<file path="config.mk">
export PLATFORM = sky130hd
export DESIGN_NAME = com_send_flat
export DESIGN_NICKNAME = d
export VERILOG_FILES = /design/src/hw/com_pkg.sv /design/src/hw/frame_req_if.sv /design/src/hw/com_send.sv /design/src/flat_wrapper.sv
export SDC_FILE = /design/constraint.sdc
export NUM_CORES = 1
export LEC_CHECK = 0
export BUFFER_PORTS_ARGS = -buffer_cell sky130_fd_sc_hd__buf_2
export CELL_PAD_IN_SITES_DETAIL_PLACEMENT = 2
export CELL_PAD_IN_SITES_GLOBAL_PLACEMENT = 2
export CORE_ASPECT_RATIO = 1.1
export CORE_MARGIN = 4
export CORE_UTILIZATION = 24
export DETAILED_ROUTE_END_ITERATION = 8
export PLACE_DENSITY_LB_ADDON = 0.1
export SLEW_MARGIN = 40
export SYNTH_ARGS = -nofsm -noshare
export SYNTH_HDL_FRONTEND = slang
export SYNTH_SLANG_ARGS = --single-unit
</file>
<file path="constraint.sdc">
create_clock -name clk -period 2 [get_ports clk]
set_clock_uncertainty 0.2 [all_clocks]
set_input_delay 0.1 -clock clk [delete_from_list [all_inputs] [get_ports clk]]
set_output_delay 0.1 -clock clk [all_outputs]
set_load 0.02 [all_outputs]
</file>
<file path="src/hw/com_pkg.sv">
package com_pkg;

    // =========================================================================
    // Address and length widths
    // =========================================================================

    localparam int addr_w = 15;  // Word address into the transmit RAM.
    localparam int len_w  = 13;  // Block word count.

    // =========================================================================
    // Block types and lengths
    // =========================================================================

    localparam logic [3:0] btype_info = 4'h1;
    localparam logic [3:0] btype_data = 4'hE;

    localparam logic [len_w-1:0] info_len     = 13'd14;  // Fixed size of an info block.
    localparam logic [len_w-1:0] data_hdr_len = 13'd8;   // Block header ahead of the payload.

    // =========================================================================
    // Region table
    // =========================================================================

    // Entry 0 is the info region, entries 1 to 6 are data regions 0 to 5.
    localparam int n_regions    = 7;
    localparam int region_info  = 0;
    localparam int region_data0 = 1;

    localparam logic [addr_w-1:0] region_default [n_regions] = '{
        15'h0100,
        15'h1000,
        15'h2200,
        15'h3400,
        15'h4600,
        15'h5800,
        15'h6A00
    };

endpackage

</file>
<file path="src/hw/frame_req_if.sv">
`timescale 1ns/10ps

interface frame_req_if import com_pkg::*; ();

    logic              start;  // Level, high for the whole frame request.
    logic              done;   // One-cycle pulse on the last beat.
    logic [addr_w-1:0] base;   // First RAM word of the payload.
    logic [len_w-1:0]  len;    // Payload word count.
    logic [3:0]        btype;
    logic [3:0]        didx;

    // The request side holds base, len, btype and didx while start is high.
    modport src (
        output start,
        output base,
        output len,
        output btype,
        output didx,
        input  done
    );

    modport dst (
        input  start,
        input  base,
        input  len,
        input  btype,
        input  didx,
        output done
    );

endinterface

</file>
<file path="src/hw/com_send.sv">
`timescale 1ns/10ps

module com_send import com_pkg::*; (
    input  logic              clk,
    input  logic              rst,

    input  logic              fs,
    output logic              fd,

    input  logic [3:0]        btype,
    input  logic [3:0]        didx,
    input  logic [len_w-1:0]  dlen,

    input  logic [addr_w-1:0] region_base [n_regions],

    frame_req_if.src          req
);

    // One-hot states.
    localparam logic [4:0] st_idle = 5'h01;
    localparam logic [4:0] st_wait = 5'h02;
    localparam logic [4:0] st_take = 5'h04;
    localparam logic [4:0] st_work = 5'h08;
    localparam logic [4:0] st_done = 5'h10;

    logic [4:0]        state;
    logic [4:0]        next_state;
    logic [2:0]        data_slot;
    logic [addr_w-1:0] sel_base;
    logic [len_w-1:0]  sel_len;

    assign req.start = (state == st_work);
    assign fd        = (state == st_done);

    // =========================================================================
    // Request FSM
    // =========================================================================

    always_ff @(posedge clk or posedge rst) begin
        if (rst) begin
            state <= st_idle;
        end else begin
            state <= next_state;
        end
    end

    always_comb begin
        case (state)
            st_idle: next_state = st_wait;
            st_wait: next_state = fs ? st_take : st_wait;
            st_take: next_state = st_work;
            st_work: next_state = req.done ? st_done : st_work;
            st_done: next_state = fs ? st_done : st_idle;  // Hold fd until the host lets go.
            default: next_state = st_idle;
        endcase
    end

    // =========================================================================
    // Region and count selection
    // =========================================================================

    assign data_slot = didx[2:0] + 3'(region_data0);  // Data regions follow the info entry.

    always_comb begin
        sel_base = '0;
        sel_len  = '0;
        if (btype == btype_info) begin
            sel_base = region_base[region_info];
            sel_len  = info_len;
        end else if (btype == btype_data && didx < 4'(n_regions - region_data0)) begin
            sel_base = region_base[data_slot];
            sel_len  = dlen + data_hdr_len;
        end
    end

    always_ff @(posedge clk or posedge rst) begin
        if (rst) begin
            req.base <= '0;
            req.len  <= '0;
        end else if (state == st_take) begin
            req.base <= sel_base;
            req.len  <= sel_len;
        end else if (state == st_done) begin
            req.base <= '0;
            req.len  <= '0;
        end
    end

    // Header fields for the frame streamer.
    always_ff @(posedge clk) begin
        if (state == st_take) begin
            req.btype <= btype;
            req.didx  <= didx;
        end
    end

endmodule

</file>
<file path="src/flat_wrapper.sv">
// flat-port wrapper written by rule: the top's interface ports become plain ports
module com_send_flat import com_pkg::*;
  (clk, rst, fs, fd, btype, didx, dlen, region_base, req_start, req_base, req_len, req_btype, req_didx, req_done);
  frame_req_if req_i ();
  input  logic clk;
  input  logic rst;
  input  logic fs;
  output logic fd;
  input  logic [3:0] btype;
  input  logic [3:0] didx;
  input  logic [len_w-1:0] dlen;
  input  logic [addr_w-1:0] region_base[n_regions];
  output wire logic [$bits(req_i.start)-1:0] req_start;
  output wire logic [$bits(req_i.base)-1:0] req_base;
  output wire logic [$bits(req_i.len)-1:0] req_len;
  output wire logic [$bits(req_i.btype)-1:0] req_btype;
  output wire logic [$bits(req_i.didx)-1:0] req_didx;
  input wire logic [$bits(req_i.done)-1:0] req_done;
  assign req_start = req_i.start;
  assign req_base = req_i.base;
  assign req_len = req_i.len;
  assign req_btype = req_i.btype;
  assign req_didx = req_i.didx;
  assign req_i.done = req_done;
  com_send u_core (.clk(clk), .rst(rst), .fs(fs), .fd(fd), .btype(btype), .didx(didx), .dlen(dlen), .region_base(region_base), .req(req_i));
endmodule
</file>
; After elaboration in Yosys (flattened, before gate mapping)
; Cells that the tools add are included.
[word_totals]
reg_bits = 41
elab_cells = 34
[op_classes]
n_reduce_logical = 2
muxes = 15
eq_ne = 7
bitwise_logic = 1
addsub = 2
n_lt_le_gt_ge = 2
[op_table]
columns = op, count
row1 = 2-to-1 mux 15 bit, 6
row2 = 2-to-1 mux 13 bit, 4
row3 = binary-select mux 15 bit (select 3 bit), 1
row4 = case mux 5 bit (5 select lines), 1
row5 = adder 13 x 4 -> 13 bit (second input constant), 1
row6 = 2-to-1 mux 5 bit, 2
row7 = == test 5 x 1 -> 1 bit (second input constant), 1
row8 = == test 5 x 2 -> 1 bit (second input constant), 1
row9 = == test 5 x 3 -> 1 bit (second input constant), 1
row10 = == test 5 x 4 -> 1 bit (second input constant), 1
row11 = == test 5 bit (second input constant), 1
row12 = == test 4 x 1 -> 1 bit (second input constant), 1
row13 = == test 4 bit (second input constant), 1
row14 = greater-or-equal comparator 4 bit (second input constant), 1
row15 = less-than comparator 4 x 3 -> 1 bit (second input constant), 1
row16 = NOT 3 -> 4 bit, 1
row17 = adder 3 x 1 -> 3 bit (second input constant), 1
row18 = 2-to-1 mux 3 bit, 1
row19 = nonzero test 2 bit, 1
row20 = logical AND 1 bit, 1

; Depth between registers and ports, before layout
[depth]
word_depth = 8
mapped_depth = 7

; Least setup slack after synthesis
; No wires, ideal clock.
[synth_path]
path_type = input -> register
from = in didx[0]
to = reg u_core.req.base[4]
slack_ns = 0.153
arrival_time_ns = 1.521
setup_time_ns = 0.126
cell_stages = 6
n_path_buf = 1
required_time_ns = 1.674
cell_sequence = ha_1 -> buf_6 -> mux4_2 -> nor2_1 -> a211oi_1 -> a221o_1
[synth_between]
elab_chain_len = 8
elab_cells_between_ends = 10
[synth_lines]
columns = element, line_no
row1 = from (decl), flat_wrapper.sv:10  ; input logic [3:0] didx;
row2 = adder 3 x 1 -> 3 bit, com_send.sv:62  ; assign data_slot = didx[2:0] + 3'(region_data0);
row3 = NOT 3 -> 4 bit (implied by the code), com_send.sv:71  ; sel_base = region_base[data_slot];
row4 = binary-select mux 15 bit (select 3 bit), com_send.sv:71
row5 = 2-to-1 mux 15 bit (implied by the code) (2 in series), com_send.sv:71
row6 = 2-to-1 mux 15 bit (*), com_send.sv:70  ; end else if (btype == btype_data && didx < 4'(n_regions - region_data0)) begin
row7 = 2-to-1 mux 15 bit (*), com_send.sv:67  ; if (btype == btype_info) begin
row8 = 2-to-1 mux 15 bit (*), com_send.sv:80  ; end else if (state == st_take) begin
row9 = to (signal assigned), com_send.sv:81  ; req.base <= sel_base;
row10 = to (decl), frame_req_if.sv:15  ; output base,
; Mark *: on every way between the ends. The rest lies on a longest branch, timed or not. The select of a mux whose other input is x is not followed.
; A chain may end at the register's enable or synchronous reset.

; Worst setup path after layout
[layout_path]
from = in didx[1]
to = reg u_core.req.base[13]
; Same word-level chain as after synthesis.

==> impl_metrics.toml <==
[timing]
fin_crit_sh_pct = 90.72
slew_viol_final = 0
worst_slew_pin_slew_ps = 531.9
period_needed_ps = 1814
rsz0062_at_grt = "no"
setup_viol = 0
final_hold_viol_count = 0
fin_hold_ws_ps = 2.480
relSlewSlack_pct = 64.32
fmax_ghz = 0.5512

[place]
gp_congestion = 0.7378
dp_hpwl_um = 8226
numPortBuffers = 167
place_inst = 533

[finish]
drive_gt1_share_pct = 52.44
area_growth_pct = 61.85
final_cells = 576
nets = 562
fillCellCount = 1162

[die]
die-height_um = 117.0
start_util_pct = 24.70
die-area_mm2 = 0.01253
rows = 39
die_x_um = 107.1
ios = 168
core_area_mm2 = 0.01049

[worst_setup_path]
end_kind = "register"
timing.rr.start = "u_core.state[1]$_DFF_PP0_"
reg2reg_slack_ps = 200
worstPathRequired_ps = 2020
worstSetupPathType = "in2reg"
path_max_fanout = 24
crit_path_start_kind = "primary input"
worstRegToRegCells = 4
crit_slowest_cell = "dlygate4sd3_1"
r2r-end = "u_core.req.base[1]$_DFFE_PP0P_"
critPathArrivalTime_ps = 1840
cp-startpoint = "didx[1]"
slowest_delay_ps = 550
path_cells = "buf_2 > dlygate4sd3_1 > buf_4 > a21oi_2 > nand4_1 > buf_12 > a211oi_1 > a221o_1"

[routing]
drc = 0
via_count = 2760
drtIter0Drc = 78
viasPerCell = 4.792
ant_nets = 0
wirelength_um = 10620
wl_per_cell_um = 18.44
drt-pass1-iter-count = 4

[yosys]
yosysUniqueCellTypes = 35
synth-seq-cells = 41
synth.yosys.seq_area_share_pct = 41.19
synth_nets = 359
mappedNetlistArea_mm2 = 0.002591
synth_warnings = 0
postSynthAreaPerCell_um2 = 11.42
post_synth_inst_count = 227

[clock_network]
cts_tree = "done"
clockRootBuffer = "clkbuf_16"
clk_pin_slew_ps = 70
cts_buffers = 5
htree_levels = 2
cts_setup_buffers = 0
cts_buffer_depth = 2
insertion_delay_ps = 270
clock_sinks = 41

[grt]
antenna_found_initial = 3
grt_max_degree = 31
grt_usage_pct = 16.94
grt_overflow = 0
grt_pass1_wl_um = 16700
grt_pass1_vias = 3230

[pwr]
p_seq_share_pct = 36.0
p_leak_uw = 0.002003
irDropWorstVdd_uv = 373.0
p_int_uw = 2216
clock_power_share_pct = 27.3
swShare_pct = 33.28
power_density_mw_per_mm2 = 792.0
p_switching_uw = 1106
pwr-share-comb_pct = 36.7

[run_status]
outcome = "finished, final reports clean"

[job]
cap_violations = 0

[hold_path]
hp-class = "in2reg"
hold_depth = 3
hold_path_end = "u_core.req.len[8]$_DFFE_PP0P_"
hp-start = "dlen[8]"
repair_timing:
| item | CTS | global route |
|---|---|---|
| resized for setup | 0 | 3 |
| hold buffers | 33 | 0 |
| endpoints found under the setup margin | 0 | 4 |
| endpoints found under the hold margin | 66 | 0 |
worst max-delay path: cells and delay by family:
kind	cells	cell delay, ps
buffers and inverters	4	1010
AO/OA/AOI/OAI	3	550
AND/OR/NAND/NOR	1	170
worst max-delay path by stage:
stage          cells past startpoint  slack, ps                               to
6_report                           8        190  u_core.req.base[13]$_DFFE_PP0P_
5_1_grt                            8         50   u_core.req.base[9]$_DFFE_PP0P_
4_1_cts                            7         90   u_core.req.base[7]$_DFFE_PP0P_
3_5_place_dp                       7       -230   u_core.req.base[7]$_DFFE_PP0P_
3_3_place_gp                       7       -120   u_core.req.base[7]$_DFFE_PP0P_
2_1_floorplan                      6        150   u_core.req.base[4]$_DFFE_PP0P_
layout make-up:
class | count | area (um^2) | area share [%]
repair buffers | 212 | 1319 | 31.44
multi-input cells | 166 | 1445 | 34.46
clock inverters | 2 | 35.03 | 0.8353
clock buffers | 6 | 128.9 | 3.073
inverters | 4 | 15.01 | 0.3580
well taps | 143 | 178.9 | 4.266
diodes | 2 | 5.005 | 0.1193
flip-flops and latches | 41 | 1067 | 25.45
sequential cells by signal, summed over array words and instances, names as in the netlist:
register          count
u_core.req.btype      4
u_core.req.len       13
u_core.req.base      15
u_core.state          5
u_core.req.didx       4
cell usage in the layout, fill, tap and decap left out, types with 3 or more instances in the layout:
master	n
edfxtp_1	8
a21oi_1	3
nand4_1	3
clkbuf_16	5
dfrtp_1	32
mux4_2	15
nand2b_1	3
buf_4	7
o21ai_0	12
a211oi_1	15
a22o_1	3
buf_12	5
and3_1	3
a22oi_1	15
dlygate4sd3_1	33
inv_1	3
xor2_1	6
nor2_1	20
nand3_1	4
mux2_2	16
a221o_1	17
nand2_1	12
buf_2	167
through the flow:
step                      power (uW)  area, um^2  worst slack (ps)  TNS, ps  util (%)
after floorplan                 1896        2591             152.7        0         -
after detailed placement        2390        3680            -229.1    -2361     35.07
after global routing            3558        4189             53.13        0     39.93
after global placement          2368        3680            -117.6    -1579     35.07
final                           3322        4194             185.6        0     39.98
after CTS                       3369        4174             86.28        0     39.79
cells in the mapped netlist:
master	count	area share (%)
a211oi_1	15	4.3
a21oi_1	4	0.77
a221o_1	17	6.6
a22o_1	3	1.0
a22oi_1	15	4.3
and3_1	3	0.72
and4_1	2	0.68
and4b_1	1	0.39
buf_2	11	2.1
buf_6	2	0.87
clkbuf_1	3	0.43
dfrtp_1	32	31
dfstp_2	1	1.0
edfxtp_1	8	9.3
ha_1	2	0.97
inv_1	4	0.58
mux2_2	16	7.0
mux4_2	15	13
nand2_1	12	1.7
nand2b_1	3	0.72
nand3_1	4	0.77
nand4_1	3	0.72
nor2_1	20	2.9
nor2_2	1	0.24
nor2b_1	2	0.48
nor2b_2	1	0.34
nor3_1	1	0.19
nor3_2	1	0.39
nor4_1	1	0.24
nor4b_1	1	0.34
o21ai_0	12	2.3
o21ai_2	1	0.34
or3_1	1	0.24
xnor2_1	2	0.68
xor2_1	7	2.4
power by group through the flow:
stage	Sequential, uW	Combinational [uW]	Clock (uW)
6_report	1200	1220	906
3_5_place_dp	1200	1190	0
5_1_grt	1230	1350	983
4_1_cts	1200	1240	935
3_3_place_gp	1210	1160	0
2_1_floorplan	1400	493	0
routing by layer:
metal  track usage [%]  routed length (um)  vias to the layer above
met5                 0                  27                        -
met4             3.154                  63                        6
met3             5.156                 758                        8
met2             32.46                5885                       93
met1             18.54                3883                     1346
li1                  -                   -                     1307
kinds of logic (layout without fill, tap and decap cells):
logic type / after synthesis / count (layout) / synth area share (%)
other: 0 / 2 / 0
and+or+nand+nor: 57 / 57 / 11.11
muxes: 31 / 31 / 19.99
DFF: 41 / 41 / 41.19
xor gates and xnor gates: 9 / 9 / 3.042
adders and majority gates: 2 / 2 / 0.9656
buffers and inverters: 20 / 224 / 4.007
AOI/OAI and AO/OA: 67 / 67 / 19.70
(Power assumes the default switching activity.)
