**config.mk**
```make
export PLATFORM = sky130hd
export DESIGN_NAME = send_region_regs
export DESIGN_NICKNAME = d
export VERILOG_FILES = /design/src/hw/com_pkg.sv /design/src/hw/send_region_regs.sv
export SDC_FILE = /design/constraint.sdc
export NUM_CORES = 1
export LEC_CHECK = 0
export BUFFER_PORTS_ARGS = -buffer_cell sky130_fd_sc_hd__buf_4
export CAP_MARGIN = 20
export CELL_PAD_IN_SITES_DETAIL_PLACEMENT = 0
export CELL_PAD_IN_SITES_GLOBAL_PLACEMENT = 1
export CORE_MARGIN = 2
export CORE_UTILIZATION = 35
export CTS_CLUSTER_DIAMETER = 200
export DETAILED_ROUTE_END_ITERATION = 12
export GPL_TIMING_DRIVEN = 0
export PLACE_DENSITY = 0.66
export SYNTH_ARGS = -nofsm -noshare
export SYNTH_HDL_FRONTEND = slang
export SYNTH_SLANG_ARGS = --single-unit
```
**constraint.sdc**
```tcl
create_clock -name clk -period 5.5 [get_ports clk]
set_input_delay 1.1 -clock clk [delete_from_list [all_inputs] [get_ports clk]]
set_output_delay 1.1 -clock clk [all_outputs]
set_load 0.02 [all_outputs]
```
**src/hw/com_pkg.sv**
```systemverilog
package com_pkg;

    // =========================================================================
    // Address and length widths
    // =========================================================================

    localparam int addr_w = 15;  // Word address into the transmit RAM.
    localparam int len_w  = 13;  // Block word count.

    // =========================================================================
    // Block types and lengths
    // =========================================================================

    localparam logic [3:0] btype_info = 4'h1;
    localparam logic [3:0] btype_data = 4'hE;

    localparam logic [len_w-1:0] info_len     = 13'd14;  // Fixed size of an info block.
    localparam logic [len_w-1:0] data_hdr_len = 13'd8;   // Block header ahead of the payload.

    // =========================================================================
    // Region table
    // =========================================================================

    // Entry 0 is the info region, entries 1 to 6 are data regions 0 to 5.
    localparam int n_regions    = 7;
    localparam int region_info  = 0;
    localparam int region_data0 = 1;

    localparam logic [addr_w-1:0] region_default [n_regions] = '{
        15'h0100,
        15'h1000,
        15'h2200,
        15'h3400,
        15'h4600,
        15'h5800,
        15'h6A00
    };

endpackage

```
**src/hw/send_region_regs.sv**
```systemverilog
`timescale 1ns/10ps

module send_region_regs import com_pkg::*; (
    input  logic              clk,
    input  logic              rst,

    input  logic              cfg_we,
    input  logic [2:0]        cfg_idx,
    input  logic [addr_w-1:0] cfg_base,

    output logic [addr_w-1:0] region_base [n_regions]
);

    logic idx_ok;

    // Index 7 has no entry behind it, so such writes are dropped.
    assign idx_ok = (cfg_idx < 3'(n_regions));

    always_ff @(posedge clk or posedge rst) begin
        if (rst) begin
            for (int i = 0; i < n_regions; i++) begin
                region_base[i] <= region_default[i];
            end
        end else if (cfg_we && idx_ok) begin
            region_base[cfg_idx] <= cfg_base;
        end
    end

endmodule

```
* Yosys cells after proc, flatten, opt, wreduce, memory -nomap -nowiden
Cells that the tools add are included.
** Cells by class
- Add/sub/neg operators :: 0
- Multiply operators :: 0
- Div/mod/pow operators :: 0
- Magnitude comparators :: 3
- Eq/ne operators :: 0
- Shift-type cells :: 0
- Multiplexer cells :: 3
- Bitwise operators :: 1
- Reductions and logical operators :: 2
** Operators with widths (number)
- bitwise mux 105 bit :: 1
- demux 15 bit (select 3 bit) :: 1
- 2-to-1 mux 15 bit :: 1
- >= comparator 4 bit, second input constant :: 1
- less-than comparator 4 x 1 -> 1 bit, second input constant :: 1
- NOT 3 -> 4 bit :: 1
- less-than comparator 3 bit, second input constant :: 1
- logical AND 1 bit :: 2
** Storage, ports and cells
- Flip-flop bits (word level) :: 105
- Latch bits :: 0
- RAM bits :: 0
- ROM bits :: 0
- Output and inout bits :: 105
- Logic and storage cells :: 16
- Memories :: 0

* Logic depth before layout (Yosys ltp)
Gate-level depths: netlist of the first run.
- Depth after elaboration :: 6
- Gate-level depth with buffers :: 5

* Least setup slack after synthesis of the first run
No wires, ideal clock.
- Kind :: input port to flip-flop
- Start :: input cfg_idx[1]
- End :: register region_base[90] (netlist bit)
- Library setup time :: 0.125 ns
- Arrival time :: 2.155 ns
- Required time :: 5.375 ns
- Slack :: 3.220 ns
- Cell stages on the path :: 4
- Path buffers :: 2
- Path through :: buf_6 > nor4b_4 > buf_8 > mux2_4
** Between the ends
- Longest elaborated chain between the ends :: 6
- Elaborated cells between the ends (all ways) :: 9
** Ends and longest elaborated chain
- start, declared :: RTL line send_region_regs.sv:8 : input logic [2:0] cfg_idx,
- NOT 3 -> 4 bit (not written as such) :: RTL line send_region_regs.sv:25 : region_base[cfg_idx] <= cfg_base;
- >= comparator 4 bit (not written as such) or less-than comparator 4 x 1 -> 1 bit (tied branches) :: RTL line send_region_regs.sv:25
- logical AND 1 bit (not written as such) :: RTL line send_region_regs.sv:25
- 2-to-1 mux 15 bit (not written as such) :: RTL line send_region_regs.sv:25
- demux 15 bit (select 3 bit) :: RTL line send_region_regs.sv:25
- bitwise mux 105 bit :: RTL line send_region_regs.sv:25
- end signal, assigned by index :: RTL line send_region_regs.sv:22 : region_base[i] <= region_default[i];
- end signal, assigned by index :: RTL line send_region_regs.sv:25
- end, declared :: RTL line send_region_regs.sv:11 : output logic [addr_w-1:0] region_base [n_regions]
Parallel ways exist; a longest one is shown, timed or not.
A chain may end at the register's enable or synchronous reset.

* Worst setup path in the final report of the first run
- Start :: input cfg_we
- End :: register region_base[94] (netlist bit)
** Between the ends
- Longest elaborated chain between the ends :: 1
** Ends and longest elaborated chain
- start, declared :: RTL line send_region_regs.sv:7 : input logic cfg_we,
- logical AND 1 bit :: RTL line send_region_regs.sv:24 : end else if (cfg_we && idx_ok) begin
No other way between the ends.

==> results.sh, run 1 <==
export IMPL_cp_startpoint="cfg_we"
export IMPL_path_clk_slew_ps=70
export IMPL_cts_repair_resized=0
export IMPL_slowest_delay_ps=510
export IMPL_diodes=0
export IMPL_crit_arrival_ps=2360
export IMPL_hold_path_startpoint="region_base[37]"
export IMPL_drtIter0Drc=47
export IMPL_synth_nets=253
export IMPL_rows=39
export IMPL_seq_power_share=0.432
export IMPL_fin_skew_ps=0
export IMPL_r2r_start="region_base[65]"
export IMPL_path_max_fanout=10
export IMPL_hold_path_class="reg2reg"
export IMPL_cts_setup_buffers=0
export IMPL_largest_register_ffs=105
export IMPL_p_leak_uw=0.002582
export IMPL_drt_pass1_iterations=3
export IMPL_slowest_stage="nor4b_4"
export IMPL_place_hpwl_mm=6.439
export IMPL_gp_congestion=0.6799
export IMPL_max_clock_path_buffers=2
export IMPL_critical_path_top_delay_family="simple AND/OR/NAND/NOR gates"
export IMPL_core_area_um2=11470
export IMPL_yosysUniqueCellTypes=14
export IMPL_synth_area_um2=4120
export IMPL_yosysTopAreaCellShare=0.5345
export IMPL_power_internal_uw=1689
export IMPL_largest_register="region_base"
export IMPL_drive_gt1_frac=0.7189
export IMPL_synthMostInstantiatedCell="dfrtp_1"
export IMPL_grt_pass1_wl_mm=14.71
export IMPL_layout_nets=386
export IMPL_fp_dieArea_um2=12660
export IMPL_setup_tns_ps=0
export IMPL_drv_cap=0
export IMPL_final_antenna_net_count=0
export IMPL_fillCellCount=999
export IMPL_startpoint_type="primary input"
export IMPL_grt_setup_unrepaired="no"
export IMPL_path_cells="buf_2, nor4b_4, buf_8, mux2_4"
export IMPL_period_minus_slack_ps=2140
export IMPL_final_period_utilization=0.3892
export IMPL_ctsHoldBuffers=0
export IMPL_wl_per_cell_um=18.22
export IMPL_cts_max_level=3
export IMPL_critPathBufInv=2
export IMPL_synth_area_leaders="dfrtp_1, mux2_2, dfstp_2"
export IMPL_synth_seq_cells=105
export IMPL_grt_max_degree=65
export IMPL_cts_tree="yes"
export IMPL_switchingPower_uw=753.7
export IMPL_grt_total_usage=0.1529
export IMPL_top_regs="region_base: 105 flops"
export IMPL_synth_async_reset_ratio=1.000
export IMPL_switching_share=0.3085
export IMPL_grt_pass1_vias=2552
export IMPL_via_per_inst=4.791
export IMPL_num_vias=2458
export IMPL_syn_to_final_growth_pct=34.53
export IMPL_final_area_um2=5543
export IMPL_share_clk_of_total_power=0.270
export IMPL_end_kind="flop"
export IMPL_antenna_found_initial=0
export IMPL_ios=126
export IMPL_critPathRequiredTime_ps=5720
export IMPL_drv_slew=0
export IMPL_wirelength_mm=9.347
export IMPL_die_y_um=112.5
export IMPL_critPathKind="in2reg"
export IMPL_slew_headroom=0.6216
export IMPL_post_synth_inst_count=232
export IMPL_cts_buffers=9
export IMPL_hold_viol=0
export IMPL_synth_largest_area_cell="dfrtp_1"
export IMPL_comb_power_share=0.298
export IMPL_ys_warn_count=0
export IMPL_p_per_area_nw_per_um2=440.7
export IMPL_grt_ovfl_total=0
export IMPL_clock_sinks=105
export IMPL_drc_errors=0
export IMPL_setup_viol=0
export IMPL_syn_area_per_cell_um2=17.76
export IMPL_io_buffers=121
export IMPL_placed_area_um2=5238
export IMPL_synth_edff_count=0
export IMPL_outcome="complete, no violations"
export IMPL_ys_top_cells_by_count="dfrtp_1, mux2_2, dfstp_2"
export IMPL_clock_latency_ps=340
export IMPL_initial_utilization=0.3593
export IMPL_worst_pin_slew_ps=565.2
export IMPL_fmax_mhz=467.2
export IMPL_ir_drop_mv=0.1996
export IMPL_synthFlopType="dfrtp_1"
export IMPL_die_w_um=112.5
export IMPL_root_buffer="clkbuf_16"
export IMPL_synth_yosys_seq_area_share=0.6429
==> cell usage in the layout (no fill, tap or decap), drive strengths merged <==
cell type / instances
clkbuf: 11
bufinv: 1
nor4b: 1
inv: 3
dfstp: 17
clkinvlp: 1
buf: 136
nand4b: 3
mux2: 105
dfrtp: 88
clkinv: 1
and4bb: 3
==> layer usage <==
metal  track usage  vias to the layer above  share of wire
met5             0                        -              0
met4       0.04390                        0         0.0065
met3       0.05562                        6          0.079
met2        0.2349                       90           0.46
met1        0.2053                     1271           0.46
li1              -                     1091              -
==> final cells by class <==
| cell class | count | area [um2] | area share |
|---|---|---|---|
| timing repair buffer | 122 | 935.9 | 0.1688 |
| clock buffer | 11 | 242.7 | 0.04379 |
| buffer | 14 | 132.6 | 0.02393 |
| inverter | 1 | 6.256 | 0.001129 |
| tap | 143 | 178.9 | 0.03228 |
| multi-input combinational | 112 | 1335 | 0.2409 |
| clock inverter | 5 | 62.56 | 0.01129 |
| sequential | 105 | 2649 | 0.4779 |
==> cell families (layout without fill, tap and decap cells) <==
family | Yosys count | in the layout | synth area share
buffers and inverters | 15 | 153 | 0.03310
flip-flops | 105 | 105 | 0.6429
multiplexers | 105 | 105 | 0.2961
AND/OR/NAND/NOR | 7 | 7 | 0.02794
==> worst paths after layout <==
check	endpoint	slack [ps]	cells past startpoint
min in group asynchronous	region_base[103]	810	2
max in group asynchronous	region_base[98]	3950	3
min	region_base[37]	490	1
max	region_base[94]	3360	4
max reg2reg	region_base[65]	4700	1
min reg2reg	region_base[37]	490	1
==> metrics by stage <==
step                      power (uW)  hold WS (ps)  utilization  setup slack [ps]  cells
after floorplan                 1456         609.5            -              1668    232
after global placement          1794         469.7       0.4541             426.3    496
after detailed placement        1809         476.2       0.4567              2971    497
after CTS                       2475         491.6       0.4834              3332    513
after global routing            2565         501.3       0.4834              3296    513
final                           2443         488.9       0.4834              3360    513
==> power groups by stage <==
| stage | registers [uW] | clock network, uW | logic (uW) |
|---|---|---|---|
| finish | 1050 | 660 | 728 |
| global route | 1080 | 715 | 771 |
| CTS | 1060 | 678 | 739 |
| detailed placement | 1070 | 0 | 739 |
| global placement | 1060 | 0 | 731 |
| floorplan | 1270 | 0 | 184 |
(Power assumes the default switching activity.)
==> run 2, diff against run 1 <==
clock period = 2.1 ns   (was 5.5 ns; I/O delays follow)
==> run 2 against run 1 <==
  * Worst setup slack got worse by 2800 ps
  * Largest cell class unchanged
  * Register-to-register slack got worse by 3400 ps
  * Critical endpoint is now region_base[99]
  * Sequential share of layout area increased by 0.065 points
==> results.sh, run 2 (synthesized netlist as in run 1, its figures left out) <==
export IMPL_top_regs="region_base: 105 flops"
export IMPL_io_buffers=121
export IMPL_fp_dieArea_um2=12660
export IMPL_drv_cap=0
export IMPL_wl_per_cell_um=18.38
export IMPL_cts_tree="yes"
export IMPL_placed_area_um2=5251
export IMPL_crit_arrival_ps=1720
export IMPL_clock_sinks=105
export IMPL_rows=39
export IMPL_die_y_um=112.5
export IMPL_drtIter0Drc=70
export IMPL_final_util=0.4827
export IMPL_outcome="complete, no violations"
export IMPL_critPathRequiredTime_ps=2320
export IMPL_max_clock_path_buffers=2
export IMPL_fillCellCount=1022
export IMPL_met3_length_um=753
export IMPL_p_per_area_nw_per_um2=1131
export IMPL_num_vias=2448
export IMPL_end_kind="flop"
export IMPL_place_hpwl_mm=6.729
export IMPL_antenna_found_initial=0
export IMPL_highest_layer="met4"
export IMPL_via_per_inst=4.763
export IMPL_power_uw=6263
export IMPL_drt_pass1_iterations=4
export IMPL_grt_total_usage=0.1517
export IMPL_diodes=0
export IMPL_final_period_utilization=0.7171
export IMPL_layout_nets=387
export IMPL_most_common_layout_cells="buf_4, dfrtp_1, mux2_2"
export IMPL_die_w_um=112.5
export IMPL_worst_pin_slew_ps=848.5
export IMPL_hold_path_class="in2async"
export IMPL_drv_slew=0
export IMPL_core_area_um2=11470
export IMPL_grt_pass1_vias=2569
export IMPL_initial_utilization=0.3593
export IMPL_fin_skew_ps=0
export IMPL_grt_pass1_wl_mm=14.75
export IMPL_drc_errors=0
export IMPL_clock_latency_ps=330
export IMPL_startpoint_type="primary input"
export IMPL_mostFrequentLayoutCell="buf_4"
export IMPL_largest_register_ffs=105
export IMPL_syn_to_final_growth_pct=34.35
export IMPL_largest_register="region_base"
export IMPL_setup_viol=0
export IMPL_period_minus_slack_ps=1506
export IMPL_wl_met2_mm=4.209
export IMPL_grt_setup_unrepaired="no"
export IMPL_grt_max_degree=38
export IMPL_final_antenna_net_count=0
export IMPL_cts_max_level=3
export IMPL_met1_length_mm=4.397
export IMPL_cts_setup_buffers=0
export IMPL_slew_headroom=0.4331
export IMPL_gp_congestion=0.7050
export IMPL_ios=126
export IMPL_fin_ws_ps=594.1
export IMPL_path_max_fanout=10
export IMPL_ir_drop_mv=0.6415
export IMPL_path_clk_slew_ps=70
export IMPL_p_leak_uw=0.002579
export IMPL_root_buffer="clkbuf_16"
export IMPL_hold_viol=0
export IMPL_fmax_mhz=664.0
export IMPL_ff2ff_setup_slack_ps=1300
export IMPL_final_area_um2=5535
export IMPL_place_ws_ps=221.7
export IMPL_wirelength_mm=9.449
export IMPL_cts_buffers=9
export IMPL_ctsHoldBuffers=0
export IMPL_critPathKind="in2reg"
export IMPL_cts_repair_resized=0
export IMPL_grt_ovfl_total=0
export IMPL_drive_gt1_frac=0.7197
-- run 2: layout make-up --
cell class | count | area (um2) | share of cell area
Multi-Input combinational cell | 112 | 1335 | 0.2412
Inverter | 1 | 7.507 | 0.001356
Timing Repair Buffer | 123 | 948.4 | 0.1713
Clock buffer | 12 | 256.5 | 0.04634
Buffer | 14 | 132.6 | 0.02396
Sequential cell | 105 | 2649 | 0.4785
Clock inverter | 4 | 27.53 | 0.004973
Tap cell | 143 | 178.9 | 0.03232
-- run 2: per-stage QoR --
step | hold slack [ps] | cells | setup TNS [ps]
after CTS | 260.8 | 514 | 0
after global routing | 299.3 | 514 | 0
after detailed placement | 478.2 | 498 | 0
after floorplan | 554.7 | 232 | 0
final | 248.2 | 514 | 0
after global placement | 469.4 | 496 | -23460
-- run 2: path summary, 6_finish.rpt --
check / start / endpoint / cells after the start
max: cfg_we / region_base[99] / 4
min: rst / region_base[103] / 2
max reg2reg: region_base[38] / region_base[38] / 1
min reg2reg: region_base[62] / region_base[62] / 1
max in group asynchronous: rst / region_base[69] / 3
min in group clk: cfg_base[2] / region_base[77] / 2
-- run 2: worst max-delay path, cell delays in order --
cell,delay (ps)
buf_2,180
nor4b_4,540
buf_8,260
mux2_4,310
-- run 2: layer usage --
metal,track usage,up-vias
met1,0.2108,1259
met3,0.05724,7
li1,-,1092
met4,0.03659,0
met5,0,-
met2,0.2269,90
-- run 2: power by group --
group | internal (uW) | leakage [uW] | switching [uW]
registers | 2520 | 0.00123 | 241
clock network | 872 | 0.000143 | 713
logic | 937 | 0.00120 | 979
total | 4330 | 0.00258 | 1930
