## src/hw/com_pkg.sv

```systemverilog
package com_pkg;

    // =========================================================================
    // Address and length widths
    // =========================================================================

    localparam int addr_w = 15;  // Word address into the transmit RAM.
    localparam int len_w  = 13;  // Block word count.

    // =========================================================================
    // Block types and lengths
    // =========================================================================

    localparam logic [3:0] btype_info = 4'h1;
    localparam logic [3:0] btype_data = 4'hE;

    localparam logic [len_w-1:0] info_len     = 13'd14;  // Fixed size of an info block.
    localparam logic [len_w-1:0] data_hdr_len = 13'd8;   // Block header ahead of the payload.

    // =========================================================================
    // Region table
    // =========================================================================

    // Entry 0 is the info region, entries 1 to 6 are data regions 0 to 5.
    localparam int n_regions    = 7;
    localparam int region_info  = 0;
    localparam int region_data0 = 1;

    localparam logic [addr_w-1:0] region_default [n_regions] = '{
        15'h0100,
        15'h1000,
        15'h2200,
        15'h3400,
        15'h4600,
        15'h5800,
        15'h6A00
    };

endpackage

```

## src/hw/eth_pkg.sv

```systemverilog
package eth_pkg;

    // =========================================================================
    // Output frame format
    // =========================================================================

    // Width of the output stream and of every RAM word.
    localparam int word_w = 16;

    // Header word 0 is {frame_tag, btype, didx}.
    // Header word 1 is the payload word count, zero extended.
    localparam logic [7:0] frame_tag = 8'hA5;

    // Number of header beats ahead of the payload.
    localparam int hdr_words = 2;

endpackage

```

## src/hw/frame_req_if.sv

```systemverilog
`timescale 1ns/10ps

interface frame_req_if import com_pkg::*; ();

    logic              start;  // Level, high for the whole frame request.
    logic              done;   // One-cycle pulse on the last beat.
    logic [addr_w-1:0] base;   // First RAM word of the payload.
    logic [len_w-1:0]  len;    // Payload word count.
    logic [3:0]        btype;
    logic [3:0]        didx;

    // The request side holds base, len, btype and didx while start is high.
    modport src (
        output start,
        output base,
        output len,
        output btype,
        output didx,
        input  done
    );

    modport dst (
        input  start,
        input  base,
        input  len,
        input  btype,
        input  didx,
        output done
    );

endinterface

```

## src/hw/eth_frame_tx.sv

```systemverilog
`timescale 1ns/10ps

module eth_frame_tx import com_pkg::*, eth_pkg::*; #(
    parameter int ram_addr_w = addr_w
) (
    input  logic                  clk,
    input  logic                  rst,

    frame_req_if.dst              req,

    output logic                  rd_en,
    output logic [ram_addr_w-1:0] rd_addr,
    input  logic [word_w-1:0]     rd_data,

    output logic                  tx_valid,
    output logic [word_w-1:0]     tx_data,
    output logic                  tx_last
);

    logic                  start_d;
    logic                  launch;
    logic                  busy;
    logic [len_w:0]        beat;      // One bit wider than len to hold len plus the header.
    logic [len_w:0]        last_idx;
    logic                  last_beat;
    logic [ram_addr_w-1:0] rd_ptr;
    logic [word_w-1:0]     hdr_word;

    // =========================================================================
    // Launch and beat counter
    // =========================================================================

    assign launch    = req.start && !start_d;
    assign last_idx  = {1'b0, req.len} + (len_w + 1)'(hdr_words - 1);
    assign last_beat = (beat == last_idx);

    always_ff @(posedge clk or posedge rst) begin
        if (rst) begin
            start_d <= 1'b0;
            busy    <= 1'b0;
            beat    <= '0;
        end else begin
            start_d <= req.start;
            if (launch) begin
                busy <= 1'b1;
                beat <= '0;
            end else if (busy) begin
                busy <= !last_beat;
                beat <= beat + 1'b1;
            end
        end
    end

    // =========================================================================
    // RAM read, one beat ahead of the output register
    // =========================================================================

    // The word for beat b is requested during beat b-1, so payload reads start
    // on the last header beat and stop one beat before the end.
    assign rd_en   = busy && (beat >= (len_w + 1)'(hdr_words - 1)) && (beat < last_idx);
    assign rd_addr = rd_ptr;

    always_ff @(posedge clk or posedge rst) begin
        if (rst) begin
            rd_ptr <= '0;
        end else if (launch) begin
            rd_ptr <= req.base[ram_addr_w-1:0];
        end else if (rd_en) begin
            rd_ptr <= rd_ptr + 1'b1;
        end
    end

    // =========================================================================
    // Output stage
    // =========================================================================

    always_comb begin
        if (beat == '0) begin
            hdr_word = {frame_tag, req.btype, req.didx};
        end else begin
            hdr_word = word_w'(req.len);
        end
    end

    always_ff @(posedge clk or posedge rst) begin
        if (rst) begin
            tx_valid <= 1'b0;
            tx_last  <= 1'b0;
            req.done <= 1'b0;
        end else begin
            tx_valid <= busy;
            tx_last  <= busy && last_beat;
            req.done <= busy && last_beat;  // Same beat as tx_last.
        end
    end

    always_ff @(posedge clk) begin
        if (busy) begin
            tx_data <= (beat < hdr_words) ? hdr_word : rd_data;
        end
    end

endmodule

```

## src/flat_wrapper.sv

```systemverilog
// flat-port wrapper written by rule: the top's interface ports become plain ports
module eth_frame_tx_flat import com_pkg::*, eth_pkg::*;
#(
    parameter int ram_addr_w = addr_w
)
  (clk, rst, rd_en, rd_addr, rd_data, tx_valid, tx_data, tx_last, req_start, req_base, req_len, req_btype, req_didx, req_done);
  frame_req_if req_i ();
  input  logic clk;
  input  logic rst;
  output logic rd_en;
  output logic [ram_addr_w-1:0] rd_addr;
  input  logic [word_w-1:0] rd_data;
  output logic tx_valid;
  output logic [word_w-1:0] tx_data;
  output logic tx_last;
  input wire logic [$bits(req_i.start)-1:0] req_start;
  input wire logic [$bits(req_i.base)-1:0] req_base;
  input wire logic [$bits(req_i.len)-1:0] req_len;
  input wire logic [$bits(req_i.btype)-1:0] req_btype;
  input wire logic [$bits(req_i.didx)-1:0] req_didx;
  output wire logic [$bits(req_i.done)-1:0] req_done;
  assign req_i.start = req_start;
  assign req_i.base = req_base;
  assign req_i.len = req_len;
  assign req_i.btype = req_btype;
  assign req_i.didx = req_didx;
  assign req_done = req_i.done;
  eth_frame_tx #(.ram_addr_w(ram_addr_w)) u_core (.clk(clk), .rst(rst), .req(req_i), .rd_en(rd_en), .rd_addr(rd_addr), .rd_data(rd_data), .tx_valid(tx_valid), .tx_data(tx_data), .tx_last(tx_last));
endmodule
```

## config.mk

```make
export PLATFORM = sky130hd
export DESIGN_NAME = eth_frame_tx_flat
export DESIGN_NICKNAME = d
export VERILOG_FILES = /design/src/hw/com_pkg.sv /design/src/hw/eth_pkg.sv /design/src/hw/frame_req_if.sv /design/src/hw/eth_frame_tx.sv /design/src/flat_wrapper.sv
export SDC_FILE = /design/constraint.sdc
export NUM_CORES = 1
export LEC_CHECK = 0
export ABC_CLOCK_PERIOD_IN_PS = 2400
export BUFFER_PORTS_ARGS = -buffer_cell sky130_fd_sc_hd__buf_2
export CORE_MARGIN = 5
export CORE_UTILIZATION = 47
export DETAILED_ROUTE_END_ITERATION = 10
export PLACE_DENSITY = 0.77
export SLEW_MARGIN = 20
export SYNTH_ARGS = -nofsm -noshare
export SYNTH_HDL_FRONTEND = slang
export SYNTH_SLANG_ARGS = --single-unit
```

## constraint.sdc

```tcl
create_clock -name clk -period 2.4 [get_ports clk]
set_clock_uncertainty 0.2 [all_clocks]
set_input_delay 0.12 -clock clk [delete_from_list [all_inputs] [get_ports clk]]
set_output_delay 0.12 -clock clk [all_outputs]
set_load 0.05 [all_outputs]
```

# Word level (Yosys, flattened, before mapping)
# Cells that the tools add are included.
[classes]
n_mux = 8
bitwise_logic = 0
shift = 0
reduce_logical = 9
multipliers = 0
n_eq_ne = 1
addsub = 3
n_div = 0
order_cmp = 3
[ops]
columns = ["operator", "n"]
rows = [
  ["2-to-1 mux 16 bit", 2],
  ["2-to-1 mux 15 bit", 2],
  ["2-to-1 mux 14 bit", 2],
  ["adder 15 x 1 -> 15 bit, second input constant", 1],
  ["adder 13 x 1 -> 14 bit, second input constant", 1],
  ["adder 14 x 1 -> 14 bit, second input constant", 1],
  ["equality test 14 bit", 1],
  [">= comparator 14 x 1 -> 1 bit, second input constant", 1],
  ["logical NOT 14 bit", 1],
  ["< comparator 14 bit", 1],
  ["< comparator 14 x 2 -> 1 bit, second input constant", 1],
  ["logical AND 1 bit", 4],
  ["nonzero test 2 bit", 2],
  ["logical NOT 1 bit", 2],
  ["2-to-1 mux 1 bit", 2],
]
[word_totals]
elab_cells = 31
in_bits = 55
out_inout_bits = 35
mem_bits_rw = 0
romBits = 0
latch_bits = 0
reg_bits = 49
mem_count = 0

# Longest topological paths before layout
# Gate-level depths: netlist of the first run.
[depth]
depth_word = 5
mapped_depth = 13
ltp_nobuf = 13

# Worst setup path after synthesis of the first run
# Ideal clock, no wire load.
[synth_timing]
path_type = "input port to flip-flop"
from = "input port req_len[2]"
to = "register u_core.rd_ptr[4] (netlist: u_core.rd_addr[4])"
setup_ns = 0.082
required_ns = 2.118
setup_slack_ns = -0.508
arrival_time_ns = 2.626
stages = 13
n_path_buf = 0
path_cell_list = "nand3_1 > nor2_1 > nand4_1 > nor2_1 > nand3_1 > xor2_1 > ha_1 > a211oi_1 > nor2_1 > nor4_4 > nand2_4 > or4_1 > a31oi_1"
[synth_between]
elab_chain_cells = 4
[synth_lines]
columns = ["element", "line", "source"]
rows = [
  ["start: declaration", "flat_wrapper.sv:18", "input wire logic [$bits(req_i.len)-1:0] req_len;"],
  ["adder 13 x 1 -> 14 bit", "eth_frame_tx.sv:34", "assign last_idx = {1'b0, req.len} + (len_w + 1)'(hdr_words - 1);"],
  ["< comparator 14 bit", "eth_frame_tx.sv:60", "assign rd_en = busy && (beat >= (len_w + 1)'(hdr_words - 1)) && (beat < last_idx);"],
  ["logical AND 1 bit", "eth_frame_tx.sv:60", ""],
  ["nonzero test 2 bit (no line)", "n/a", ""],
  ["end signal: assignment", "eth_frame_tx.sv:67", "rd_ptr <= req.base[ram_addr_w-1:0];"],
  ["end signal: assignment", "eth_frame_tx.sv:69", "rd_ptr <= rd_ptr + 1'b1;"],
  ["end: declaration", "eth_frame_tx.sv:26", "logic [ram_addr_w-1:0] rd_ptr;"],
]
# Every way passes these cells.
# A chain may end at the register's enable or synchronous reset.

# Worst setup path after layout of the first run
# Ends and elaborated chain as after synthesis.

==> results of run 1 <==
-- cells by family after synthesis --
kind of cell	after synthesis
xor gates and xnor gates	31
buffers and inverters	19
muxes	2
and+or+nand+nor	143
DFF	49
adders and majority gates	21
AOI/OAI and AO/OA	54
-- stage by stage --
stage / power [W] / std cells / setup WS [ps] / hold WS, ps / cell area [um2]
5_1_grt: 0.00447 / 571 / -580 / 50.1 / 4590
6_report: 0.00424 / 571 / -470 / 7.06 / 4590
4_1_cts: 0.00417 / 569 / -357 / 7.29 / 4490
3_5_place_dp: 0.00332 / 514 / -593 / 46.3 / 3840
2_1_floorplan: 0.00278 / 319 / -252 / -48.6 / 3040
3_3_place_gp: 0.00327 / 514 / -491 / 40.1 / 3840
-- sequential cells by signal, indices dropped and copies added, names as in the netlist --
name             cells
u_core.tx_valid      1
u_core.beat         14
u_core.start_d       1
u_core.req.done      1
u_core.tx_data      16
u_core.busy          1
u_core.rd_addr      15
-- area by class of cell --
class                      instances  area, um2
fill                             409       1690
sequential                        49       1310
inverter                           9       36.3
multi-input combinational        251       1760
clock buffer                       6       93.8
tap                               77       96.3
clock inverter                     2       35.0
timing repair buffer             177       1260
-- worst max-delay path, cell delays in order --
cell and delay [ps]:
buf_8 80, nand3_4 80, nor2_4 110, nand4_1 130, buf_4 170, nor2_1 160, xnor2_1 230, ha_1 340
nand4_1 190, o21ai_2 120, nor4_4 370, nand2_4 110, buf_6 150, or4_1 400, a31oi_1 170
-- power by group through the flow --
stage          sequential, W  combinational, W  clock, W
2_1_floorplan        0.00205          0.000737         0
3_3_place_gp         0.00130           0.00197         0
3_5_place_dp         0.00131           0.00202         0
4_1_cts              0.00129           0.00220  0.000672
5_1_grt              0.00133           0.00243  0.000708
6_report             0.00131           0.00227  0.000659
-- per-layer routing --
layer  track usage  vias to the layer above
met5             0                        -
met4         0.112                        0
met3        0.0367                       30
met2         0.406                      138
met1         0.243                     1528
li1              -                     1489
-- cell usage in the layout, fill, tap and decap left out, types with 4 or more instances in the layout --
cell type / Yosys / routed
nor2_1: 32 / 28
xnor2_1: 9 / 8
buf_2: 2 / 85
o21ai_1: 0 / 8
edfxtp_1: 16 / 16
inv_1: 9 / 5
nand2b_1: 5 / 5
and3_1: 10 / 9
or3_1: 4 / 4
dlygate4sd3_1: 0 / 36
xor2_1: 22 / 22
nand2_1: 44 / 43
nand3_1: 15 / 10
ha_1: 21 / 19
clkbuf_8: 0 / 5
a21oi_1: 6 / 5
buf_6: 0 / 6
a31oi_1: 5 / 5
dfrtp_1: 33 / 33
o22ai_1: 8 / 8
nand4_1: 12 / 12
o21ai_0: 26 / 18
buf_4: 2 / 47
-- what timing repair did --
item | 4_1_cts | 5_1_grt
endpoints found under the setup margin | 16 | 20
gates cloned | 0 | 0
hold buffers | 36 | 0
endpoints found under the hold margin | 65 | 0
pin swaps | 17 | 11
setup buffers | 11 | 2
resized for setup | 22 | 14
-- worst paths after layout --
check,to,slack (ps),cells after the start
worst max-delay path,u_core.rd_addr[4],-470,15
worst min-delay path,u_core.tx_data[6],7,3
worst max register to register,u_core.rd_addr[4],-200,8
worst min register to register,u_core.rd_addr[12],390,2
max in group asynchronous,u_core.beat[13],1440,4
min in group asynchronous,u_core.rd_addr[8],240,4
==> summary.txt, run 1 <==
Routing
  • Avg WL per Cell: 16.8 um
  • Routed wl met3: 443 um
  • 1st-iter DRT viols: approximately 190
  • Vias per cell: 5.58
  • Vias post-DR: 3185
  • # DRC: 0
  • Top sig layer: met4
  • WL met1: about 3600 um
  • Met2 wire len: 5180 um
  • Antenna Nets Post-Route: 0
  • Routed Wire Length: 9580 um
  • Pre-Repair DR Iteration Count: 4

Floorplan
  • Rows: 29
  • Die height: between 90 and 100 um
  • Die area: 0.00811 mm2
  • Starting Density: 0.480
  • Num ports: 90
  • Die width: roughly 90 um
  • Core area: 0.00628 mm2

STA
  • Setup TNS: -5600 ps
  • Least-Margin Pin Slew: 558 ps
  • F_max: 348 MHz
  • Final hold vios: 0
  • Period minus WS final: 2870 ps
  • Final Cycle Share: 1.20
  • Max-slew violations: 0
  • Setup WS post-layout: -470 ps
  • Final setup viols: 16
  • Max-slew headroom: 0.628
  • RSZ-0062 raised after global routing: true

Critical path
  • Worst Setup End Kind: register
  • CP Data Arrival Time: between 2000 and 3000 ps
  • Worst endpoint required time: between 2000 and 2500 ps
  • Setup crit start kind: input pin
  • RR Startpoint: u_core.beat[12]
  • Worst Setup SP: req_len[2]
  • Type of the worst setup path: in2reg
  • Max Fanout on Critical Path: 4

Power
  • P_int: 0.00227 W
  • Leak Pwr: 2.15 nW
  • P per Cell Area: 926 mW/mm2
  • Clock network fraction of total power: 0.155
  • Worst vdd ir: a little over 0.9 mV
  • Psw: 0.00197 W
  • Combinational Power Share: 0.536
  • Switch share: 0.464
  • Sequential power share: 0.309

Clock network
  • Reg clk slew, reported paths: 100 ps
  • CTS Buf Count: 5
  • Clk sinks: 49
  • CTS max path bufs: 2
  • H-tree lvl count: 2
  • Worst skew pair latency: 310 ps
  • Clock tree from TritonCTS: built
  • Root buffer cell: clkbuf_8

Yosys
  • Most frequent cells after synthesis: nand2_1, dfrtp_1, nor2_1
  • Synth Area in Compound Gates: 0.108
  • Mean Syn Cell Area: approximately 9.4 um2
  • Post-Synth Adder-Cell Area: 0.0873
  • Number of library cell types mapped by synthesis: 41
  • Yosys reg bits: 49
  • Sequential fraction of the synthesis area: 0.434
  • Synth area leader: dfrtp_1
  • Post-Synthesis Cells: 319
  • Largest family of logic cells by synthesized area: simple AND/OR/NAND/NOR gates
  • Mapped Area: between 0.003 and 0.004 mm2
  • Synth Net Count: 395
  • XOR/XNOR Fraction of Synth Area: 0.0902
  • Post-synth EDFFs: 16
  • Ys flop type: dfrtp_1
  • Simple-Gate Fraction of Synth Area: 0.247
  • Top-count cell post-synth: nand2_1
  • Synth warnings: 0
  • Leading post-synthesis cells by cell area: dfrtp_1, edfxtp_1, ha_1
  • Post-synth top area share: 0.274
  • Post-synthesis mux area share: 0.00665
  • Asr flop ratio synth: 0.673

GRT
  • Grt ovf: 0
  • First-pass GRT wire length: 15000 um
  • Gr usage total: 0.221
  • Initial antenna violation count: 0
  • Number of global-route vias before repair: approximately 3200
  • Largest net degree at the start of global routing: 34

Job
  • Max_cap viols: 0

Final layout
  • Synth-to-Final Area Change: 52.3%
  • Fraction of layout cells with a size suffix above 1: 0.366
  • # diodes: 0
  • Post-layout util: 0.731
  • Nets: 569

Placed design
  • DP HPWL: 5860 um
  • # port buffers: 89
  • RD Place Congestion: slightly above 0.8

Run status
  • Failing checks: setup timing
  • Status: finished with violations

Hold path
  • Hold path start: req_btype[2]
  • Worst Hold Class: in2reg
No activity file was read; power rests on OpenSTA's default activity.
==> run 2: changes to the inputs <==
Settings changed: CORE_ASPECT_RATIO set to 2, MAX_ROUTING_LAYER set to met4.
==> run 2 against run 1 <==
Net effect:
- the flow still finishes with violations (setup timing)
- wire length rose by 4.2%
- hold slack barely moved
- final cell count rose by 1.8%
- non-clock buffer count did not move
- sequential cell count did not move
- critical path depth rose by 1
- core utilization rose by 1.4 points
- sequential share of layout area fell by 0.46 points
- clock power rose by 25%
- power rose by 5.9%
- worst setup slack improved by 98 ps
- die area rose by 1.2%
- critical path type unchanged
- largest cell class unchanged
- largest power group unchanged
- highest routed layer unchanged
==> summary.txt, run 2 (synthesis gave the netlist of run 1 again) <==
Run status
  • Status: finished with violations
  • Failing checks: setup timing

STA
  • Least-Margin Pin Slew: 612 ps (+53.9 ps)
  • Final hold vios: 0 (unchanged)
  • Final setup viols: 16 (unchanged)
  • Setup TNS: -3310 ps (+2290 ps)
  • Setup WS post-layout: -372 ps (+98.1 ps)
  • F_max: 361 MHz (+3.5%)
  • Max-slew headroom: 0.590 (-0.0378)
  • Final Cycle Share: 1.16 (-0.0409)
  • Period minus WS final: 2770 ps (-98.1 ps)
  • Max-slew violations: 0 (unchanged)
  • RSZ-0062 raised after global routing: true

Final layout
  • Most frequent cells in the layout: buf_2, buf_4, nand2_1, dlygate4sd3_1, dfrtp_1
  • Number of fill cells: 422 (+3.2%)
  • Final Instance Count excl. Fillers: 581 (+1.8%)
  • Most common cell after layout, fill and taps aside: buf_2
  • Reg with most FFs: u_core.tx_data
  • Max reg flops: 16 (unchanged)
  • Nets: 569 (unchanged)
  • Synth-to-Final Area Change: 54.8%
  • Post-layout util: 0.745 (+0.0142)
  • Area occupied by registers: 0.00131 mm2 (unchanged)
  • Fraction of layout cells with a size suffix above 1: 0.362 (-0.00405)
  • Area occupied by multi-input gates: 0.00177 mm2 (+0.64%)

Floorplan
  • Core area: 0.00626 mm2 (-0.30%)
  • Die width: 66.6 um (-26%)
  • Die area: 0.00820 mm2 (+1.2%)
  • Num ports: 90 (unchanged)
  • Rows: 41 (+41%)
  • Starting Density: 0.481 (+0.00144)
  • Die height: 123 um (+37%)

Clock network
  • H-tree lvl count: 2 (unchanged)
  • Worst skew pair latency: 300 ps (about the same)
  • Clock tree from TritonCTS: built
  • CTS Buf Count: 5 (unchanged)
  • Root buffer cell: clkbuf_16
  • Clk sinks: 49 (unchanged)
  • CTS max path bufs: 2 (unchanged)
  • Reg clk slew, reported paths: 70 ps (-30 ps)

Placed design
  • RD Place Congestion: 0.883 (+9.1%)
  • DP Worst Slack: -596 ps (-2.68 ps)
  • DP HPWL: 6480 um (+11%)
  • # port buffers: 89 (unchanged)
  • Placed cells: 524 (+1.9%)

Job
  • Max_cap viols: 0 (unchanged)

Power
  • P per Cell Area: 964 mW/mm2 (+4.2%)
  • Worst vdd ir: 0.754 mV (-19%)
  • Leak Pwr: 2.18 nW (+1.4%)

Critical path
  • Worst endpoint required time: 2420 ps (-20 ps)
  • Setup crit start kind: input pin
  • CP Data Arrival Time: 2790 ps (-120 ps)
  • Max Fanout on Critical Path: 3 (-1)
  • RR Startpoint: u_core.beat[11]
  • Type of the worst setup path: in2reg
  • Worst Setup End Kind: register
  • R2R cell count: 9 (+1)
  • Capturing point of the worst reg2reg path: u_core.rd_addr[6]
  • Internal reg-to-reg setup slack: -290 ps (-90 ps)

Hold path
  • Worst Hold Path Cells: 3 (unchanged)
  • Hold path start: req_didx[2]
  • Min-Delay Endpoint: u_core.tx_data[2]
  • Worst Hold Class: in2reg

GRT
  • Initial antenna violation count: 0 (unchanged)
  • Gr usage total: 0.246 (+0.0249)
  • First-pass GRT wire length: 14800 um (-1.6%)
  • Number of global-route vias before repair: 3324 (+3.9%)
  • Grt ovf: 0 (unchanged)
  • Largest net degree at the start of global routing: 34 (unchanged)

Routing
  • 1st-iter DRT viols: 215 (+16%)
  • # DRC: 0 (unchanged)
  • Routed Wire Length: 9980 um (+4.2%)
  • Pre-Repair DR Iteration Count: 4 (unchanged)
  • Vias post-DR: 3151 (-1.1%)
  • Antenna Nets Post-Route: 0 (unchanged)
  • Vias per cell: 5.42 (-2.8%)
  • Avg WL per Cell: 17.2 um (+2.4%)
## run 2: per-layer routing
metal	up-vias	global-route usage	share of wire
met4	0	0.169	0.056
met1	1509	0.213	0.33
met3	48	0.0282	0.031
li1	1482	-	-
met5	-	-	0
met2	112	0.468	0.59
## run 2: layout make-up
class	count	share of cell area
flip-flops and latches	49	0.280
clock buffers	5	0.0268
repair buffers	177	0.272
multi-input cells	251	0.380
diodes	1	0.000537
clock inverters	3	0.00966
inverters	9	0.00725
well taps	86	0.0231
## run 2: worst max path at each step
stage | startpoint | endpoint | slack (ps) | cells past startpoint
global route | req_len[2] | u_core.rd_addr[6] | -540 | 16
detailed placement | req_len[2] | u_core.rd_addr[5] | -600 | 14
finish | req_len[2] | u_core.rd_addr[6] | -370 | 16
floorplan | req_len[2] | u_core.rd_addr[4] | -250 | 13
CTS | req_len[2] | u_core.rd_addr[4] | -230 | 15
global placement | req_len[2] | u_core.rd_addr[13] | -440 | 14
## run 2: what timing repair did
action / in CTS / in global routing
setup buffers: 10 / 3
setup endpoints to repair: 17 / 23
resized for setup: 21 / 18
pin swaps: 13 / 10
hold buffers: 36 / 0
endpoints found under the hold margin: 65 / 0
## run 2: stage by stage
stage / power, W / hold WS, ps / instance area [um2]
global route: 0.00469 / 12.8 / 4660
floorplan: 0.00278 / -48.6 / 3040
global placement: 0.00336 / 24.0 / 3860
detailed placement: 0.00343 / 29.1 / 3860
CTS: 0.00441 / 4.61 / 4550
finish: 0.00449 / 6.73 / 4660
## run 2: worst max-delay path, cell delays in order
cell and delay [ps]:
buf_8 80, nand3_4 80, nor2_4 90, nand4_1 140, nor2_2 170, nand3_1 110
xor2_1 150, ha_1 300, buf_4 150, a211oi_4 220, nor2_2 90, nor4_4 230
nand2_4 110, buf_6 140, or4_1 410, a31oi_1 210
## run 2: power by group
part / internal, W / switching [W]
Combinational: 0.000787 / 0.00156
Clock: 0.000494 / 0.000330
Sequential: 0.00116 / 0.000167
Total: 0.00244 / 0.00206
==> run 3: changes to the inputs <==
Settings changed: RECOVER_POWER set to 100.
==> run 3 against run 2 <==
Net effect:
- the flow still finishes with violations (setup timing)
- highest routed layer unchanged
- via count rose by 0.67%
- count of clock-buffer cells in the layout did not move
- critical endpoint unchanged
- clock power rose by 0.7%
- sequential share of layout area rose by 0.33 points
==> summary.txt, run 3 (synthesis gave the netlist of run 1 again) <==
GRT
  • First-pass GRT wire length: 14800 um (unchanged)
  • Largest net degree at the start of global routing: 34 (unchanged)
  • Initial antenna violation count: 0 (unchanged)
  • Gr usage total: 0.246 (unchanged)
  • Number of global-route vias before repair: 3324 (unchanged)
  • Grt ovf: 0 (unchanged)

Critical path
  • Worst endpoint required time: 2420 ps (about the same)
  • CP Data Arrival Time: 2800 ps (about the same)
  • Worst Setup End Kind: register
  • Type of the worst setup path: in2reg
  • Max Fanout on Critical Path: 3 (unchanged)
  • Worst path cell trace: buf_6 -> nand3_4 -> nor2_4 -> nand4_1 -> nor2_2 -> nand3_1 -> xor2_1 -> ha_1 -> buf_4 -> a211oi_4 -> nor2_2 -> nor4_4 -> nand2_4 -> buf_6 -> or4_1 -> a31oi_1
  • Max stage delay cell, worst path: or4_1
  • Crit-path max cell delay: 420 ps (about the same)
  • Setup crit start kind: input pin

Power
  • Combinational Power Share: 0.515 (-0.007)
  • Leak Pwr: 2.08 nW (-4.8%)
  • P per Cell Area: 966 mW/mm2 (+0.16%)
  • Sequential power share: 0.298 (+0.004)
  • Power Total: 0.00445 W (-1.0%)
  • Switch share: 0.466 (+0.00788)
  • Worst vdd ir: 0.746 mV (-0.98%)
  • P_int: 0.00238 W (-2.4%)
  • Clock network fraction of total power: 0.187 (+0.004)
  • Psw: 0.00207 W (+0.71%)

Final layout
  • Reg with most FFs: u_core.tx_data
  • Most frequent cells in the layout: buf_2, nand2_1, buf_4, dlygate4sd3_1, clkbuf_1
  • Fraction of layout cells with a size suffix above 1: 0.289 (-0.0729)
  • Number of fill cells: 447 (+5.9%)
  • Post-layout util: 0.736 (-0.00860)
  • Most common cell after layout, fill and taps aside: buf_2
  • Nets: 569 (unchanged)
  • Synth-to-Final Area Change: 53.0%
  • Max reg flops: 16 (unchanged)

Job
  • Max_cap viols: 0 (unchanged)

Clock network
  • Clk sinks: 49 (unchanged)
  • Root buffer cell: clkbuf_16
  • CTS max path bufs: 2 (unchanged)
  • CTS Buf Count: 5 (unchanged)
  • Worst skew pair latency: 310 ps (about the same)
  • Reg clk slew, reported paths: 70 ps (about the same)
  • Clock tree from TritonCTS: built
  • H-tree lvl count: 2 (unchanged)

Routing
  • # DRC: 0 (unchanged)
  • Antenna Nets Post-Route: 0 (unchanged)
  • 1st-iter DRT viols: 197 (-8.4%)
  • Vias per cell: 5.46 (+0.67%)
  • Avg WL per Cell: 17.3 um (+0.71%)
  • Pre-Repair DR Iteration Count: 4 (unchanged)
  • Routed Wire Length: 10100 um (+0.71%)
  • Vias post-DR: 3172 (+0.67%)

Floorplan
  • Starting Density: 0.481 (unchanged)
  • Die area: 0.00820 mm2 (unchanged)
  • Core area: 0.00626 mm2 (unchanged)
  • Die width: 66.6 um (unchanged)
  • Rows: 41 (unchanged)
  • Num ports: 90 (unchanged)
  • Die height: 123 um (unchanged)

STA
  • Final Cycle Share: 1.16 (+0.00119)
  • Final hold vios: 0 (unchanged)
  • Period minus WS final: 2780 ps (+2.85 ps)
  • F_max: 360 MHz (-0.10%)
  • Least-Margin Pin Slew: 1050 ps (+434 ps)
  • Setup WS post-layout: -375 ps (-2.85 ps)
  • Max-slew violations: 0 (unchanged)
  • RSZ-0062 raised after global routing: true
  • Final setup viols: 16 (unchanged)
  • Max-slew headroom: 0.301 (-0.289)

Placed design
  • # port buffers: 89 (unchanged)
  • DP HPWL: 6480 um (unchanged)
  • RD Place Congestion: 0.883 (unchanged)

Run status
  • Failing checks: setup timing
  • Status: finished with violations

Hold path
  • Worst Hold Class: in2reg
[run 3: path summary, 6_finish.rpt]
check / slack (ps) / startpoint / end / depth (start not counted)
max in group asynchronous: 1070 / rst / u_core.rd_addr[1] / 4
min: 10 / req_btype[2] / u_core.tx_data[6] / 3
max: -380 / req_len[3] / u_core.rd_addr[6] / 16
max reg2reg: -300 / u_core.beat[11] / u_core.rd_addr[6] / 9
min in group asynchronous: 410 / rst / u_core.beat[11] / 4
min reg2reg: 390 / u_core.rd_addr[10] / u_core.rd_addr[10] / 2
[run 3: what timing repair did]
action                                  in CTS  in global routing
endpoints found under the hold margin       65                  0
setup buffers                               10                  3
resized for setup                           21                 18
endpoints found under the setup margin      17                 23
hold buffers                                36                  0
cloned                                       0                  0
pin swaps                                   13                 10
[run 3: area by class of cell]
class / instances / area (um2) / area share
sequential: 49 / 1310 / 0.284
tap: 86 / 108 / 0.0234
multi-input combinational: 251 / 1770 / 0.384
clock buffer: 5 / 125 / 0.0272
antenna: 1 / 2.50 / 0.000543
clock inverter: 3 / 45.0 / 0.00978
inverter: 9 / 33.8 / 0.00733
timing repair buffer: 177 / 1220 / 0.264
[run 3: layer usage]
metal / track usage / vias up / share of wire
met1: 0.213 / 1512 / 0.32
li1: - / 1483 / -
met5: - / - / 0
met4: 0.169 / 0 / 0.052
met3: 0.0282 / 47 / 0.039
met2: 0.468 / 130 / 0.59
[run 3: worst max-delay path: cells and delay by family]
| kind | cells | cell delay (ps) |
|---|---|---|
| buf+inv | 3 | 370 |
| fa+ha+maj | 1 | 300 |
| xor+xnor | 1 | 150 |
| simple gates | 9 | 1440 |
| compound gates | 2 | 440 |
[run 3: power by group through the flow]
stage / registers [W] / clock network [W] / logic, W
2_1_floorplan: 0.00205 / 0 / 0.000737
3_3_place_gp: 0.00131 / 0 / 0.00205
3_5_place_dp: 0.00132 / 0 / 0.00210
4_1_cts: 0.00131 / 0.000836 / 0.00226
5_1_grt: 0.00134 / 0.000856 / 0.00243
6_report: 0.00133 / 0.000830 / 0.00229
[run 3: metrics by stage]
stage	worst slack [ps]	cell area, um2	TNS (ps)	hold WS, ps	instances
finish	-375	4610	-3370	14.1	581
global route	-540	4600	-5510	12.8	580
CTS	-233	4550	-2220	4.61	577
detailed placement	-596	3860	-7890	29.1	524
floorplan	-252	3040	-3100	-48.6	319
global placement	-436	3860	-6100	24.0	524
